## config.mk

```make
export PLATFORM = sky130hd
export DESIGN_NAME = matmul_top
export DESIGN_NICKNAME = d
export VERILOG_FILES = /design/src/verilog/mm_pkg.sv /design/src/verilog/dma_engine.sv /design/src/verilog/matmul_top.sv /design/src/verilog/mm_engine.sv /design/src/verilog/row_buffer.sv
export VERILOG_INCLUDE_DIRS = /design/src /design/src/verilog
export SDC_FILE = /design/constraint.sdc
export NUM_CORES = 2
export LEC_CHECK = 0
export ABC_CLOCK_PERIOD_IN_PS = 7500
export BUFFER_PORTS_ARGS = -buffer_cell sky130_fd_sc_hd__buf_2
export CAP_MARGIN = 20
export CORE_ASPECT_RATIO = 1.2
export CORE_UTILIZATION = 59
export DETAILED_ROUTE_END_ITERATION = 8
export MAX_ROUTING_LAYER = met4
export PLACE_DENSITY = 0.85
export SLEW_MARGIN = 20
export SYNTH_ARGS = -nofsm -noshare
export SYNTH_HDL_FRONTEND = slang
export SYNTH_HIERARCHICAL = 1
export SYNTH_SLANG_ARGS = --single-unit
```

## constraint.sdc

```tcl
create_clock -name clk -period 7.5 [get_ports clk]
set_input_delay 2.25 -clock clk [delete_from_list [all_inputs] [get_ports clk]]
set_output_delay 2.25 -clock clk [all_outputs]
set_load 0.02 [all_outputs]
```

## src/verilog/mm_defines.svh

```systemverilog
//////////////////////////////////////////////////
// sizes for the 4x4 matrix-multiply accelerator
// one bus beat carries one full matrix row
// accumulator must hold SA_WIDTH * 255 * 255
//////////////////////////////////////////////////

`ifndef MM_DEFINES_SVH
`define MM_DEFINES_SVH

// matrix dimension, buffer depth, engine run length
`define MM_SA_WIDTH 4

// one unsigned element
`define MM_ELEM_W 8

// axi data and address width
`define MM_BUS_W 32

// accumulator and result width of C
`define MM_ACC_W 32

`endif

```

## src/verilog/mm_pkg.sv

```systemverilog
//////////////////////////////////////////////////
// shared types for the matmul accelerator
// widths come from mm_defines.svh
//////////////////////////////////////////////////

`include "mm_defines.svh"

package mm_pkg;

    // single matrix element
    typedef logic [`MM_ELEM_W-1:0] elem_t;

    // packed row, element j sits in byte j
    typedef logic [`MM_BUS_W-1:0] row_t;

    // byte address on the bus
    typedef logic [`MM_BUS_W-1:0] addr_t;

    // one entry of C
    typedef logic [`MM_ACC_W-1:0] acc_t;

    // row index into a buffer
    typedef logic [$clog2(`MM_SA_WIDTH)-1:0] buf_idx_t;

    // job sequencer
    typedef enum logic [2:0] {IDLE, LOAD, COMPUTE, STORE, FINISH} dma_state_t;

    // multiply engine
    typedef enum logic [1:0] {MM_IDLE, MM_RUN, MM_DONE} mm_state_t;

endpackage

```

## src/verilog/dma_engine.sv

```systemverilog
//////////////////////////////////////////////////
// single-beat AXI-style reads and writes only
// low two address bits are dropped, bresp ignored
// up to 2*SA_WIDTH reads in flight, one write
//////////////////////////////////////////////////

`timescale 1ns/100ps
`include "mm_defines.svh"

module dma_engine import mm_pkg::*; (
    input  logic                                          clk,
    input  logic                                          rst_n,
    // job configuration
    input  logic                                          start_i,
    input  addr_t                                         mat_a_addr_i,
    input  addr_t                                         mat_b_addr_i,
    input  addr_t                                         mat_c_addr_i,
    output logic                                          done_o,
    // read address and data
    output addr_t                                         araddr_o,
    output logic                                          arvalid_o,
    input  logic                                          arready_i,
    input  row_t                                          rdata_i,
    input  logic                                          rvalid_i,
    output logic                                          rready_o,
    // write address, data, response
    output addr_t                                         awaddr_o,
    output logic                                          awvalid_o,
    input  logic                                          awready_i,
    output acc_t                                          wdata_o,
    output logic                                          wvalid_o,
    input  logic                                          wready_i,
    input  logic                                          bvalid_i,
    output logic                                          bready_o,
    // operand buffers
    output logic                                          buf_a_wren_o,
    output logic                                          buf_b_wren_o,
    output buf_idx_t                                      buf_widx_o,
    output row_t                                          buf_wdata_o,
    // multiply engine
    output logic                                          mm_start_o,
    input  logic                                          mm_done_i,
    input  logic [`MM_SA_WIDTH*`MM_SA_WIDTH*`MM_ACC_W-1:0] acc_i
);

    localparam int NUM_READS = 2 * `MM_SA_WIDTH;
    localparam int NUM_ELEMS = `MM_SA_WIDTH * `MM_SA_WIDTH;
    localparam int RD_CNT_W  = $clog2(NUM_READS + 1);
    localparam int EL_CNT_W  = $clog2(NUM_ELEMS);
    localparam int ROW_BYTES = `MM_BUS_W / 8;
    localparam int EL_BYTES  = `MM_ACC_W / 8;

    dma_state_t state_q;

    // issued read requests and returned beats
    logic [RD_CNT_W-1:0] req_cnt_q;
    logic [RD_CNT_W-1:0] ret_cnt_q;

    // current element of C, row-major
    logic [EL_CNT_W-1:0] elem_cnt_q;

    // address and data of this write accepted
    logic aw_done_q;
    logic w_done_q;

    logic mm_start_q;

    addr_t a_base_q;
    addr_t b_base_q;
    addr_t c_base_q;

    logic     ar_hs;
    logic     r_hs;
    logic     aw_hs;
    logic     w_hs;
    logic     b_hs;
    buf_idx_t req_row;

    assign ar_hs = arvalid_o && arready_i;
    assign r_hs  = rvalid_i && rready_o;
    assign aw_hs = awvalid_o && awready_i;
    assign w_hs  = wvalid_o && wready_i;
    assign b_hs  = bvalid_i && bready_o;

    // sequencer and counters
    always_ff @(posedge clk or negedge rst_n) begin
        if (!rst_n) begin
            state_q    <= IDLE;
            req_cnt_q  <= '0;
            ret_cnt_q  <= '0;
            elem_cnt_q <= '0;
            aw_done_q  <= 1'b0;
            w_done_q   <= 1'b0;
            mm_start_q <= 1'b0;
        end else begin
            mm_start_q <= 1'b0;
            case (state_q)
                IDLE: begin
                    if (start_i) begin
                        state_q   <= LOAD;
                        req_cnt_q <= '0;
                        ret_cnt_q <= '0;
                    end
                end
                LOAD: begin
                    if (ar_hs) begin
                        req_cnt_q <= req_cnt_q + 1'b1;
                    end
                    if (r_hs) begin
                        ret_cnt_q <= ret_cnt_q + 1'b1;
                        // eighth beat lands in buffer B this edge
                        if (ret_cnt_q == RD_CNT_W'(NUM_READS - 1)) begin
                            state_q    <= COMPUTE;
                            mm_start_q <= 1'b1;
                        end
                    end
                end
                COMPUTE: begin
                    if (mm_done_i) begin
                        state_q    <= STORE;
                        elem_cnt_q <= '0;
                        aw_done_q  <= 1'b0;
                        w_done_q   <= 1'b0;
                    end
                end
                STORE: begin
                    if (aw_hs) begin
                        aw_done_q <= 1'b1;
                    end
                    if (w_hs) begin
                        w_done_q <= 1'b1;
                    end
                    // response closes the element, next pair may go out
                    if (b_hs) begin
                        aw_done_q  <= 1'b0;
                        w_done_q   <= 1'b0;
                        elem_cnt_q <= elem_cnt_q + 1'b1;
                        if (elem_cnt_q == EL_CNT_W'(NUM_ELEMS - 1)) begin
                            state_q <= FINISH;
                        end
                    end
                end
                FINISH: begin
                    state_q <= IDLE;
                end
                default: begin
                    state_q <= IDLE;
                end
            endcase
        end
    end

    // job base addresses, word aligned
    always_ff @(posedge clk) begin
        if (state_q == IDLE && start_i) begin
            a_base_q <= {mat_a_addr_i[`MM_BUS_W-1:2], 2'b00};
            b_base_q <= {mat_b_addr_i[`MM_BUS_W-1:2], 2'b00};
            c_base_q <= {mat_c_addr_i[`MM_BUS_W-1:2], 2'b00};
        end
    end

    // read requests, A rows first then B rows
    assign req_row   = buf_idx_t'(req_cnt_q);
    assign arvalid_o = (state_q == LOAD) && (req_cnt_q < RD_CNT_W'(NUM_READS));
    assign araddr_o  = ((req_cnt_q < RD_CNT_W'(`MM_SA_WIDTH)) ? a_base_q : b_base_q)
                       + addr_t'(req_row) * ROW_BYTES;

    // read data in request order
    assign rready_o = (state_q == LOAD);

    // beat goes straight into its buffer
    assign buf_a_wren_o = r_hs && (ret_cnt_q < RD_CNT_W'(`MM_SA_WIDTH));
    assign buf_b_wren_o = r_hs && (ret_cnt_q >= RD_CNT_W'(`MM_SA_WIDTH));
    assign buf_widx_o   = buf_idx_t'(ret_cnt_q);
    assign buf_wdata_o  = rdata_i;

    assign mm_start_o = mm_start_q;

    // write channels, address and data raised together
    assign awvalid_o = (state_q == STORE) && !aw_done_q;
    assign wvalid_o  = (state_q == STORE) && !w_done_q;
    assign awaddr_o  = c_base_q + addr_t'(elem_cnt_q) * EL_BYTES;
    assign wdata_o   = acc_i[elem_cnt_q*`MM_ACC_W +: `MM_ACC_W];

    // waiting on the response for the current element
    assign bready_o = (state_q == STORE);

    // cycle after the last response
    assign done_o = (state_q == FINISH);

endmodule

```

## src/verilog/matmul_top.sv

```systemverilog
//////////////////////////////////////////////////
// 4x4 unsigned 8-bit matrix multiply, C = A * B
// start_i is ignored while a job is running
//////////////////////////////////////////////////

`timescale 1ns/100ps
`include "mm_defines.svh"

module matmul_top import mm_pkg::*; (
    input  logic  clk,
    input  logic  rst_n,
    // job configuration
    input  logic  start_i,
    input  addr_t mat_a_addr_i,
    input  addr_t mat_b_addr_i,
    input  addr_t mat_c_addr_i,
    output logic  done_o,
    // read channels
    output addr_t araddr_o,
    output logic  arvalid_o,
    input  logic  arready_i,
    input  row_t  rdata_i,
    input  logic  rvalid_i,
    output logic  rready_o,
    // write channels
    output addr_t awaddr_o,
    output logic  awvalid_o,
    input  logic  awready_i,
    output acc_t  wdata_o,
    output logic  wvalid_o,
    input  logic  wready_i,
    input  logic  bvalid_i,
    output logic  bready_o
);

    logic     buf_a_wren;
    logic     buf_b_wren;
    buf_idx_t buf_widx;
    row_t     buf_wdata;
    logic     mm_start;
    logic     mm_done;

    // operand rows and results, flat
    logic [`MM_SA_WIDTH*`MM_BUS_W-1:0]              a_rows;
    logic [`MM_SA_WIDTH*`MM_BUS_W-1:0]              b_rows;
    logic [`MM_SA_WIDTH*`MM_SA_WIDTH*`MM_ACC_W-1:0] acc;

    dma_engine u_dma (
        .clk          (clk),
        .rst_n        (rst_n),
        .start_i      (start_i),
        .mat_a_addr_i (mat_a_addr_i),
        .mat_b_addr_i (mat_b_addr_i),
        .mat_c_addr_i (mat_c_addr_i),
        .done_o       (done_o),
        .araddr_o     (araddr_o),
        .arvalid_o    (arvalid_o),
        .arready_i    (arready_i),
        .rdata_i      (rdata_i),
        .rvalid_i     (rvalid_i),
        .rready_o     (rready_o),
        .awaddr_o     (awaddr_o),
        .awvalid_o    (awvalid_o),
        .awready_i    (awready_i),
        .wdata_o      (wdata_o),
        .wvalid_o     (wvalid_o),
        .wready_i     (wready_i),
        .bvalid_i     (bvalid_i),
        .bready_o     (bready_o),
        .buf_a_wren_o (buf_a_wren),
        .buf_b_wren_o (buf_b_wren),
        .buf_widx_o   (buf_widx),
        .buf_wdata_o  (buf_wdata),
        .mm_start_o   (mm_start),
        .mm_done_i    (mm_done),
        .acc_i        (acc)
    );

    // matrix A rows
    row_buffer u_buf_a (
        .clk       (clk),
        .rst_n     (rst_n),
        .wr_en_i   (buf_a_wren),
        .wr_idx_i  (buf_widx),
        .wr_data_i (buf_wdata),
        .rows_o    (a_rows)
    );

    // matrix B rows
    row_buffer u_buf_b (
        .clk       (clk),
        .rst_n     (rst_n),
        .wr_en_i   (buf_b_wren),
        .wr_idx_i  (buf_widx),
        .wr_data_i (buf_wdata),
        .rows_o    (b_rows)
    );

    mm_engine u_mm (
        .clk      (clk),
        .rst_n    (rst_n),
        .start_i  (mm_start),
        .a_rows_i (a_rows),
        .b_rows_i (b_rows),
        .done_o   (mm_done),
        .acc_o    (acc)
    );

endmodule

```

## src/verilog/mm_engine.sv

```systemverilog
//////////////////////////////////////////////////
// sequential stand-in for a systolic mesh
// one k step per cycle, all 16 MACs in parallel
// done_o pulses SA_WIDTH+1 cycles after start_i
// results held until the next start_i
//////////////////////////////////////////////////

`timescale 1ns/100ps
`include "mm_defines.svh"

module mm_engine import mm_pkg::*; (
    input  logic                                          clk,
    input  logic                                          rst_n,
    input  logic                                          start_i,
    input  logic [`MM_SA_WIDTH*`MM_BUS_W-1:0]             a_rows_i,
    input  logic [`MM_SA_WIDTH*`MM_BUS_W-1:0]             b_rows_i,
    output logic                                          done_o,
    output logic [`MM_SA_WIDTH*`MM_SA_WIDTH*`MM_ACC_W-1:0] acc_o
);

    mm_state_t state_q;
    buf_idx_t  k_q;

    // unpacked views of the operands
    elem_t a_el [`MM_SA_WIDTH][`MM_SA_WIDTH];
    elem_t b_el [`MM_SA_WIDTH][`MM_SA_WIDTH];

    acc_t acc_q [`MM_SA_WIDTH][`MM_SA_WIDTH];

    // row r, byte c of each flat buffer
    for (genvar r = 0; r < `MM_SA_WIDTH; r++) begin : g_row
        for (genvar c = 0; c < `MM_SA_WIDTH; c++) begin : g_col
            assign a_el[r][c] = a_rows_i[r*`MM_BUS_W + c*`MM_ELEM_W +: `MM_ELEM_W];
            assign b_el[r][c] = b_rows_i[r*`MM_BUS_W + c*`MM_ELEM_W +: `MM_ELEM_W];
            // C(r,c) at flat slot r*SA+c, row-major
            assign acc_o[(r*`MM_SA_WIDTH + c)*`MM_ACC_W +: `MM_ACC_W] = acc_q[r][c];
        end
    end

    always_ff @(posedge clk or negedge rst_n) begin
        if (!rst_n) begin
            state_q <= MM_IDLE;
            k_q     <= '0;
            for (int i = 0; i < `MM_SA_WIDTH; i++) begin
                for (int j = 0; j < `MM_SA_WIDTH; j++) begin
                    acc_q[i][j] <= '0;
                end
            end
        end else begin
            case (state_q)
                MM_IDLE: begin
                    if (start_i) begin
                        state_q <= MM_RUN;
                        k_q     <= '0;
                        // fresh job, drop old results
                        for (int i = 0; i < `MM_SA_WIDTH; i++) begin
                            for (int j = 0; j < `MM_SA_WIDTH; j++) begin
                                acc_q[i][j] <= '0;
                            end
                        end
                    end
                end
                MM_RUN: begin
                    // C(i,j) += A(i,k) * B(k,j), product widened to acc width
                    for (int i = 0; i < `MM_SA_WIDTH; i++) begin
                        for (int j = 0; j < `MM_SA_WIDTH; j++) begin
                            acc_q[i][j] <= acc_q[i][j] + a_el[i][k_q] * b_el[k_q][j];
                        end
                    end
                    k_q <= k_q + 1'b1;
                    // last k step
                    if (k_q == buf_idx_t'(`MM_SA_WIDTH - 1)) begin
                        state_q <= MM_DONE;
                    end
                end
                MM_DONE: begin
                    state_q <= MM_IDLE;
                end
                default: begin
                    state_q <= MM_IDLE;
                end
            endcase
        end
    end

    // single cycle in MM_DONE gives the pulse
    assign done_o = (state_q == MM_DONE);

endmodule

```

## src/verilog/row_buffer.sv

```systemverilog
//////////////////////////////////////////////////
// register buffer for one operand matrix
// written one row per cycle, read all at once
// write shows up on rows_o one cycle later
//////////////////////////////////////////////////

`timescale 1ns/100ps
`include "mm_defines.svh"

module row_buffer import mm_pkg::*; (
    input  logic                               clk,
    input  logic                               rst_n,
    input  logic                               wr_en_i,
    input  buf_idx_t                           wr_idx_i,
    input  row_t                               wr_data_i,
    output logic [`MM_SA_WIDTH*`MM_BUS_W-1:0]  rows_o
);

    row_t rows_q [`MM_SA_WIDTH];

    // row storage, cleared at reset
    always_ff @(posedge clk or negedge rst_n) begin
        if (!rst_n) begin
            for (int r = 0; r < `MM_SA_WIDTH; r++) begin
                rows_q[r] <= '0;
            end
        end else if (wr_en_i) begin
            rows_q[wr_idx_i] <= wr_data_i;
        end
    end

    // flatten, row r at bits r*BUS_W
    for (genvar r = 0; r < `MM_SA_WIDTH; r++) begin : g_flat
        assign rows_o[r*`MM_BUS_W +: `MM_BUS_W] = rows_q[r];
    end

endmodule
```

Word-level counts from Yosys, hierarchy flattened --
Index checks and enable logic that the tools add are counted.
Word-level totals: register bits after elaboration 880, output and inout bits 102, logic and storage cells 183
Cells by class: $add $sub $neg 22, multiply operators 16, magnitude comparators 7, eq/ne operators 20, shift-type cells 1, mux-type cells 52, bitwise logic cells 2, reduce and logical (&&, ||, !) cells 27
Operators with widths (number):
- $pmux 512 s2 | 1
- $add 32x16->32 | 16
- $mux 512 | 1
- $shiftx 512x10->32 | 1
- $bwmux 128 | 2
- $mul 8x8->16 | 16
- $mux 32 | 4
- $bmux 32 s2 | 1
- $bmux 8 s2 | 4
- $demux 32 s2 | 1
- $mux 8 | 8
- $add 32x4->32 | 1
- $add 32x6->32 | 1
- $pmux 4 s2 | 3
- $mux 4 | 5
- $mux 3 | 6
- $ne 2x2->1 const B | 8
- $reduce_and 3->1 | 5
- $add 4x1->4 const B | 3
- $logic_and 1x1->1 | 12
- $pmux 3 s4 | 1
- $lt 4x3->1 const B | 2
- $mux 1 | 8
- $pmux 2 s2 | 2
- other kinds (23) | 35

Logic depth before layout (Yosys ltp) --
depth after elaboration 7, mapped depth 26, depth with buffers taken out 21

Cells and area by module --
Netlist, hierarchy kept.
By module, submodules not included:
- mm_engine | instances 1, cells each 7629, area an instance 65564.1 sq um, sequential area each 12912.4 sq um
- dma_engine | instances 1, cells each 734, area an instance 9814.4 sq um, sequential area each 3153.0 sq um
- row_buffer | instances 2, cells each 272, area an instance 4744.6 sq um, sequential area each 3203.1 sq um

Least setup slack after synthesis --
OpenSTA, ideal clock, no wires.
path kind input port to flip-flop, start input port start_i, end register u_dma.a_base_q[10], enable pin, setup time 0.654 ns, arrival 8.513 ns, slack -1.667 ns, cell stages on the path 2, path buffers 0, cell sequence nand2b_1 -> nor3_1
Between the ends: cells in the longest elaborated chain, start to end 1
RTL lines:
- start, declared | RTL line matmul_top.sv:13 | input logic start_i,
- $logic_and 1x1->1 | RTL line dma_engine.sv:155 | if (state_q == IDLE && start_i) begin
- end signal, assigned | RTL line dma_engine.sv:156 | a_base_q <= {mat_a_addr_i[`MM_BUS_W-1:2], 2'b00};
- end, declared | RTL line dma_engine.sv:68 | addr_t a_base_q;
Every way passes these cells. A chain may end at the register's enable or synchronous reset.

Worst setup path in the final report --
start register u_mm.k_q[1], end register u_mm.acc_q, in the netlist u_mm/acc_o[86]
Between the ends: cells in the longest elaborated chain, start to end 7, elaborated cells on any way between the ends 10
RTL lines:
- start, declared | RTL line mm_engine.sv:22 | buf_idx_t k_q;
- start signal, assigned | RTL line mm_engine.sv:70 | k_q <= k_q + 1'b1;
- $not 2->3 (not written as such) * | RTL line mm_engine.sv:67 | acc_q[i][j] <= acc_q[i][j] + a_el[i][k_q] * b_el[k_q][j];
- $bmux 8 s2 / $bmux 32 s2 (equally long branches) | RTL line mm_engine.sv:67
- $mux 8 (not written as such) / $mux 32 (equally long branches) (2 in series) | RTL line mm_engine.sv:67
- $mul 8x8->16 * | RTL line mm_engine.sv:67
- $add 32x16->32 * | RTL line mm_engine.sv:67
- $pmux 512 s2 * | RTL line mm_engine.sv:50 | case (state_q)
- end signal, assigned by index | RTL line mm_engine.sv:67
- end, declared | RTL line mm_engine.sv:28 | acc_t acc_q [`MM_SA_WIDTH][`MM_SA_WIDTH];
Every way passes the cells marked *; elsewhere a longest branch is shown, timed or not. The select of a mux whose other input is x is not followed.

==> flow_metrics.py <==
metrics = {
    "outcome": {
        "outcome": "complete, no violations",
    },
    "yosys": {
        "ys_seq_area_share_pct": 26.5,
        "ys_types": 98,
        "postSynthCellCount": 8907,
        "synth_edf_count": 90,
        "synth_area_um2": 84900,
        "synth_async_sr_flop_share_pct": 89.8,
        "synthFlopType": "dfrtp_1",
        "syn_area_per_cell_um2": 9.53,
        "yosys_warnings": 6,
        "synth-seq-cells": 880,
    },
    "clock_tree": {
        "cts_sinks": 880,
        "cts_made_buffers": 97,
        "tritoncts": "built",
        "clk_pin_slew_ns": 0.06,
        "clk_latency_ns": 0.77,
        "htreeDepth": 3,
        "root_buffer": "clkbuf_16",
        "cts_hold_buf": 0,
        "cts.path.max_buffers": 3,
    },
    "finish": {
        "finalNetCount": 10700,
        "drive_gt1_share_pct": 13.5,
        "syn_to_final_growth_pct": 8.98,
        "fin_area_um2": 92500,
    },
    "hold_path": {
        "hold_depth": 1,
        "min_to": "u_mm/acc_o[351]",
        "hold_path.class": "flop to flop",
        "min_from": "u_mm/acc_o[351]",
    },
    "timing": {
        "maxSlewHeadroom_pct": 16.8,
        "finalClockSkew_ns": 0.0726,
        "period_share_pct": 97.2,
        "rsz0062_at_grt": "no",
        "tightest_slew_ns": 1.25,
        "setup_viol_count_final": 0,
        "fin_tns_setup_ns": 0,
        "min_period_ns": 7.29,
        "fmax_ghz": 0.137,
        "hold_violations": 0,
        "fin_hold_ws_ns": 0.470,
        "drv_slew": 0,
    },
    "critical_path": {
        "reg2reg_from": "u_mm/k_q[1]",
        "crit_fanout": 39,
        "endpoint_kind": "flop",
        "cp-start-kind": "flop",
        "worstSetupPathType": "flop to flop",
        "arrival_ns": 7.88,
        "r2r-end": "u_mm/acc_o[86]",
        "reg2regPathDepth": 19,
        "cp.required_ns": 8.09,
        "reg2reg_slack_ns": 0.21,
    },
    "global_routing": {
        "grt_antenna_before_repair": 14,
        "groute.usage.overall_pct": 39.8,
        "first_global_vias": 71000,
        "grt_pass1_wl_um": 423000,
        "grt_overflow": 0,
        "grt_max_degree": 175,
    },
    "route": {
        "wl_um": 278000,
        "postRouteAntennaNets": 0,
        "drc": 0,
        "wl_per_cell_um": 25.1,
        "drtIter0Drc": 7754,
        "viasPerCell": 6.21,
        "first_pass_iters": 8,
        "vias": 68800,
    },
    "place": {
        "dpl.hpwl_um": 201000,
        "postPlaceCellArea_um2": 88900,
        "gp_congestion": 1.00,
        "portBuffers": 227,
    },
    "die": {
        "coreArea_um2": 143000,
        "rows": 152,
        "die_h_um": 417,
        "dieArea_um2": 145000,
        "initial_core_util_pct": 59.4,
        "io_pins": 238,
        "die_w_um": 348,
    },
    "pwr": {
        "p_per_area_nw_per_um2": 282,
        "ir_drop_mv": 0.358,
        "leakagePower_nw": 46.4,
    },
    "run": {
        "maxCapViolations": 0,
    },
}
==> cell usage after synthesis, types with 110 or more instances <==
| master | count | area share, % |
|---|---|---|
| clkbuf_1 | 325 | 1.4 |
| xnor2_1 | 128 | 1.3 |
| o21ai_0 | 346 | 2.0 |
| inv_1 | 1595 | 7.1 |
| o31ai_1 | 127 | 1.1 |
| a21oi_1 | 177 | 1.0 |
| fa_1 | 802 | 19 |
| mux2_2 | 307 | 4.1 |
| ha_1 | 666 | 9.8 |
| xor2_1 | 115 | 1.2 |
| mux4_2 | 170 | 4.5 |
| nor2_1 | 642 | 2.8 |
| nand2_1 | 1055 | 4.7 |
| dfrtp_1 | 790 | 23 |
| nand3_1 | 178 | 1.0 |
| mux2i_1 | 228 | 2.7 |
| a21o_1 | 110 | 0.97 |
==> worst max-delay path by stage <==
stage	from	to	slack, ns	cells past startpoint
3_3_place_gp	u_mm/k_q[0]	u_mm/acc_o[63]	0.49	21
4_1_cts	u_mm/k_q[0]	u_mm/acc_o[53]	0.24	21
6_report	u_mm/k_q[1]	u_mm/acc_o[86]	0.21	19
5_1_grt	u_mm/k_q[0]	u_mm/acc_o[53]	0.04	22
2_1_floorplan	start_i	u_dma/a_base_q[10]	1.14	2
3_5_place_dp	u_mm/k_q[0]	u_mm/acc_o[53]	0.30	21
==> cells in the final DEF, fill, tap and decap left out, types with 37 or more instances in the layout <==
cell type,n
o21bai_1,37
o21ai_0,307
clkbuf_16,99
xnor2_1,128
edfxtp_1,90
a21oi_1,177
dfrtp_1,784
nor2_1,641
fa_1,802
and2_1,62
buf_2,226
o22ai_1,65
nand4_1,50
mux2i_1,227
o31ai_1,127
buf_4,256
and3_1,56
ha_1,666
nor3_1,51
mux2_2,307
a21o_1,110
nand2_1,1053
xor2_1,115
o211ai_1,91
inv_1,1595
mux4_2,170
o21a_1,85
nand3_1,176
==> state kept, by name (all words and copies together), names as in the netlist <==
register	flops
u_dma/b_base_q	30
u_mm/k_q	2
u_mm/acc_o	512
u_dma/aw_done_q	1
u_dma/state_q	3
u_buf_b/rows_o	128
u_dma/a_base_q	30
u_dma/req_cnt_q	4
u_dma/elem_cnt_q	4
u_buf_a/rows_o	128
u_dma/mm_start_o	1
u_mm/state_q	2
u_dma/c_base_q	30
u_dma/w_done_q	1
u_dma/ret_cnt_q	4
==> per-layer routing <==
layer	share of wire [%]	global-route usage (%)	up-vias
li1	-	-	29500
met1	35	47.0	33700
met2	43	57.8	4361
met3	11	9.51	1180
met4	10	33.2	0
met5	0	-	-
==> layout make-up <==
type | count | area (um2)
Clock inverter | 59 | 742
Timing Repair Buffer | 506 | 3530
Sequential cell | 880 | 22500
Inverter | 1595 | 5990
Multi-Input combinational cell | 5969 | 54600
Tap cell | 1925 | 2410
Antenna cell | 19 | 47.5
Clock buffer | 120 | 2660
Fill cell | 10900 | 50300
==> metrics by stage <==
step / worst slack (ns) / utilization, % / total power [mW] / instances
2_1_floorplan: 1.14 / - / 15.2 / 8910
3_3_place_gp: 0.487 / 62.2 / 19.7 / 10900
4_1_cts: 0.239 / 64.6 / 25.6 / 11000
6_report: 0.210 / 64.8 / 26.1 / 11100
5_1_grt: 0.0435 / 64.8 / 27.5 / 11100
3_5_place_dp: 0.303 / 62.3 / 20.3 / 10900
==> power breakdown <==
group	internal [mW]	switching, mW	leakage (nW)	total (mW)
clock	2.88	2.33	1.65	5.20
combinational	5.13	9.64	33.1	14.8
sequential	5.55	0.566	11.7	6.12
total	13.6	12.5	46.4	26.1
==> repair_timing <==
| item | in CTS | in global routing |
|---|---|---|
| gates resized for setup | 0 | 7 |
| setup endpoints to repair | 0 | 10 |
| hold endpoints to repair | 0 | 0 |
| buffers inserted | 0 | 6 |
==> critical path: stages, from the launching register on <==
cell	delay, ns
dfrtp_4	0.83
buf_4	0.43
o21a_1	1.03
nand2_1	0.21
fa_1	0.58
fa_1	0.51
inv_1	0.05
fa_1	0.47
inv_1	0.05
fa_1	0.47
inv_1	0.04
ha_1	0.34
a21oi_1	0.24
o21ai_0	0.20
a221oi_1	0.56
o21ai_1	0.31
a211oi_1	0.31
buf_4	0.18
o311ai_0	0.13
o41ai_1	0.13
==> kinds of logic after synthesis <==
logic type               after synthesis  synth area share (%)
multiplexers                         709                  11.3
XOR/XNOR                             243                  2.51
buffers and inverters               2061                  9.45
AND/OR/NAND/NOR                     2266                  11.6
adder cells (fa/ha/maj)             1468                  28.7
flip-flops                           880                  26.5
AO/OA/AOI/OAI                       1279                  9.92
other                                  1               0.00442
No activity file was read; power rests on OpenSTA's default activity.
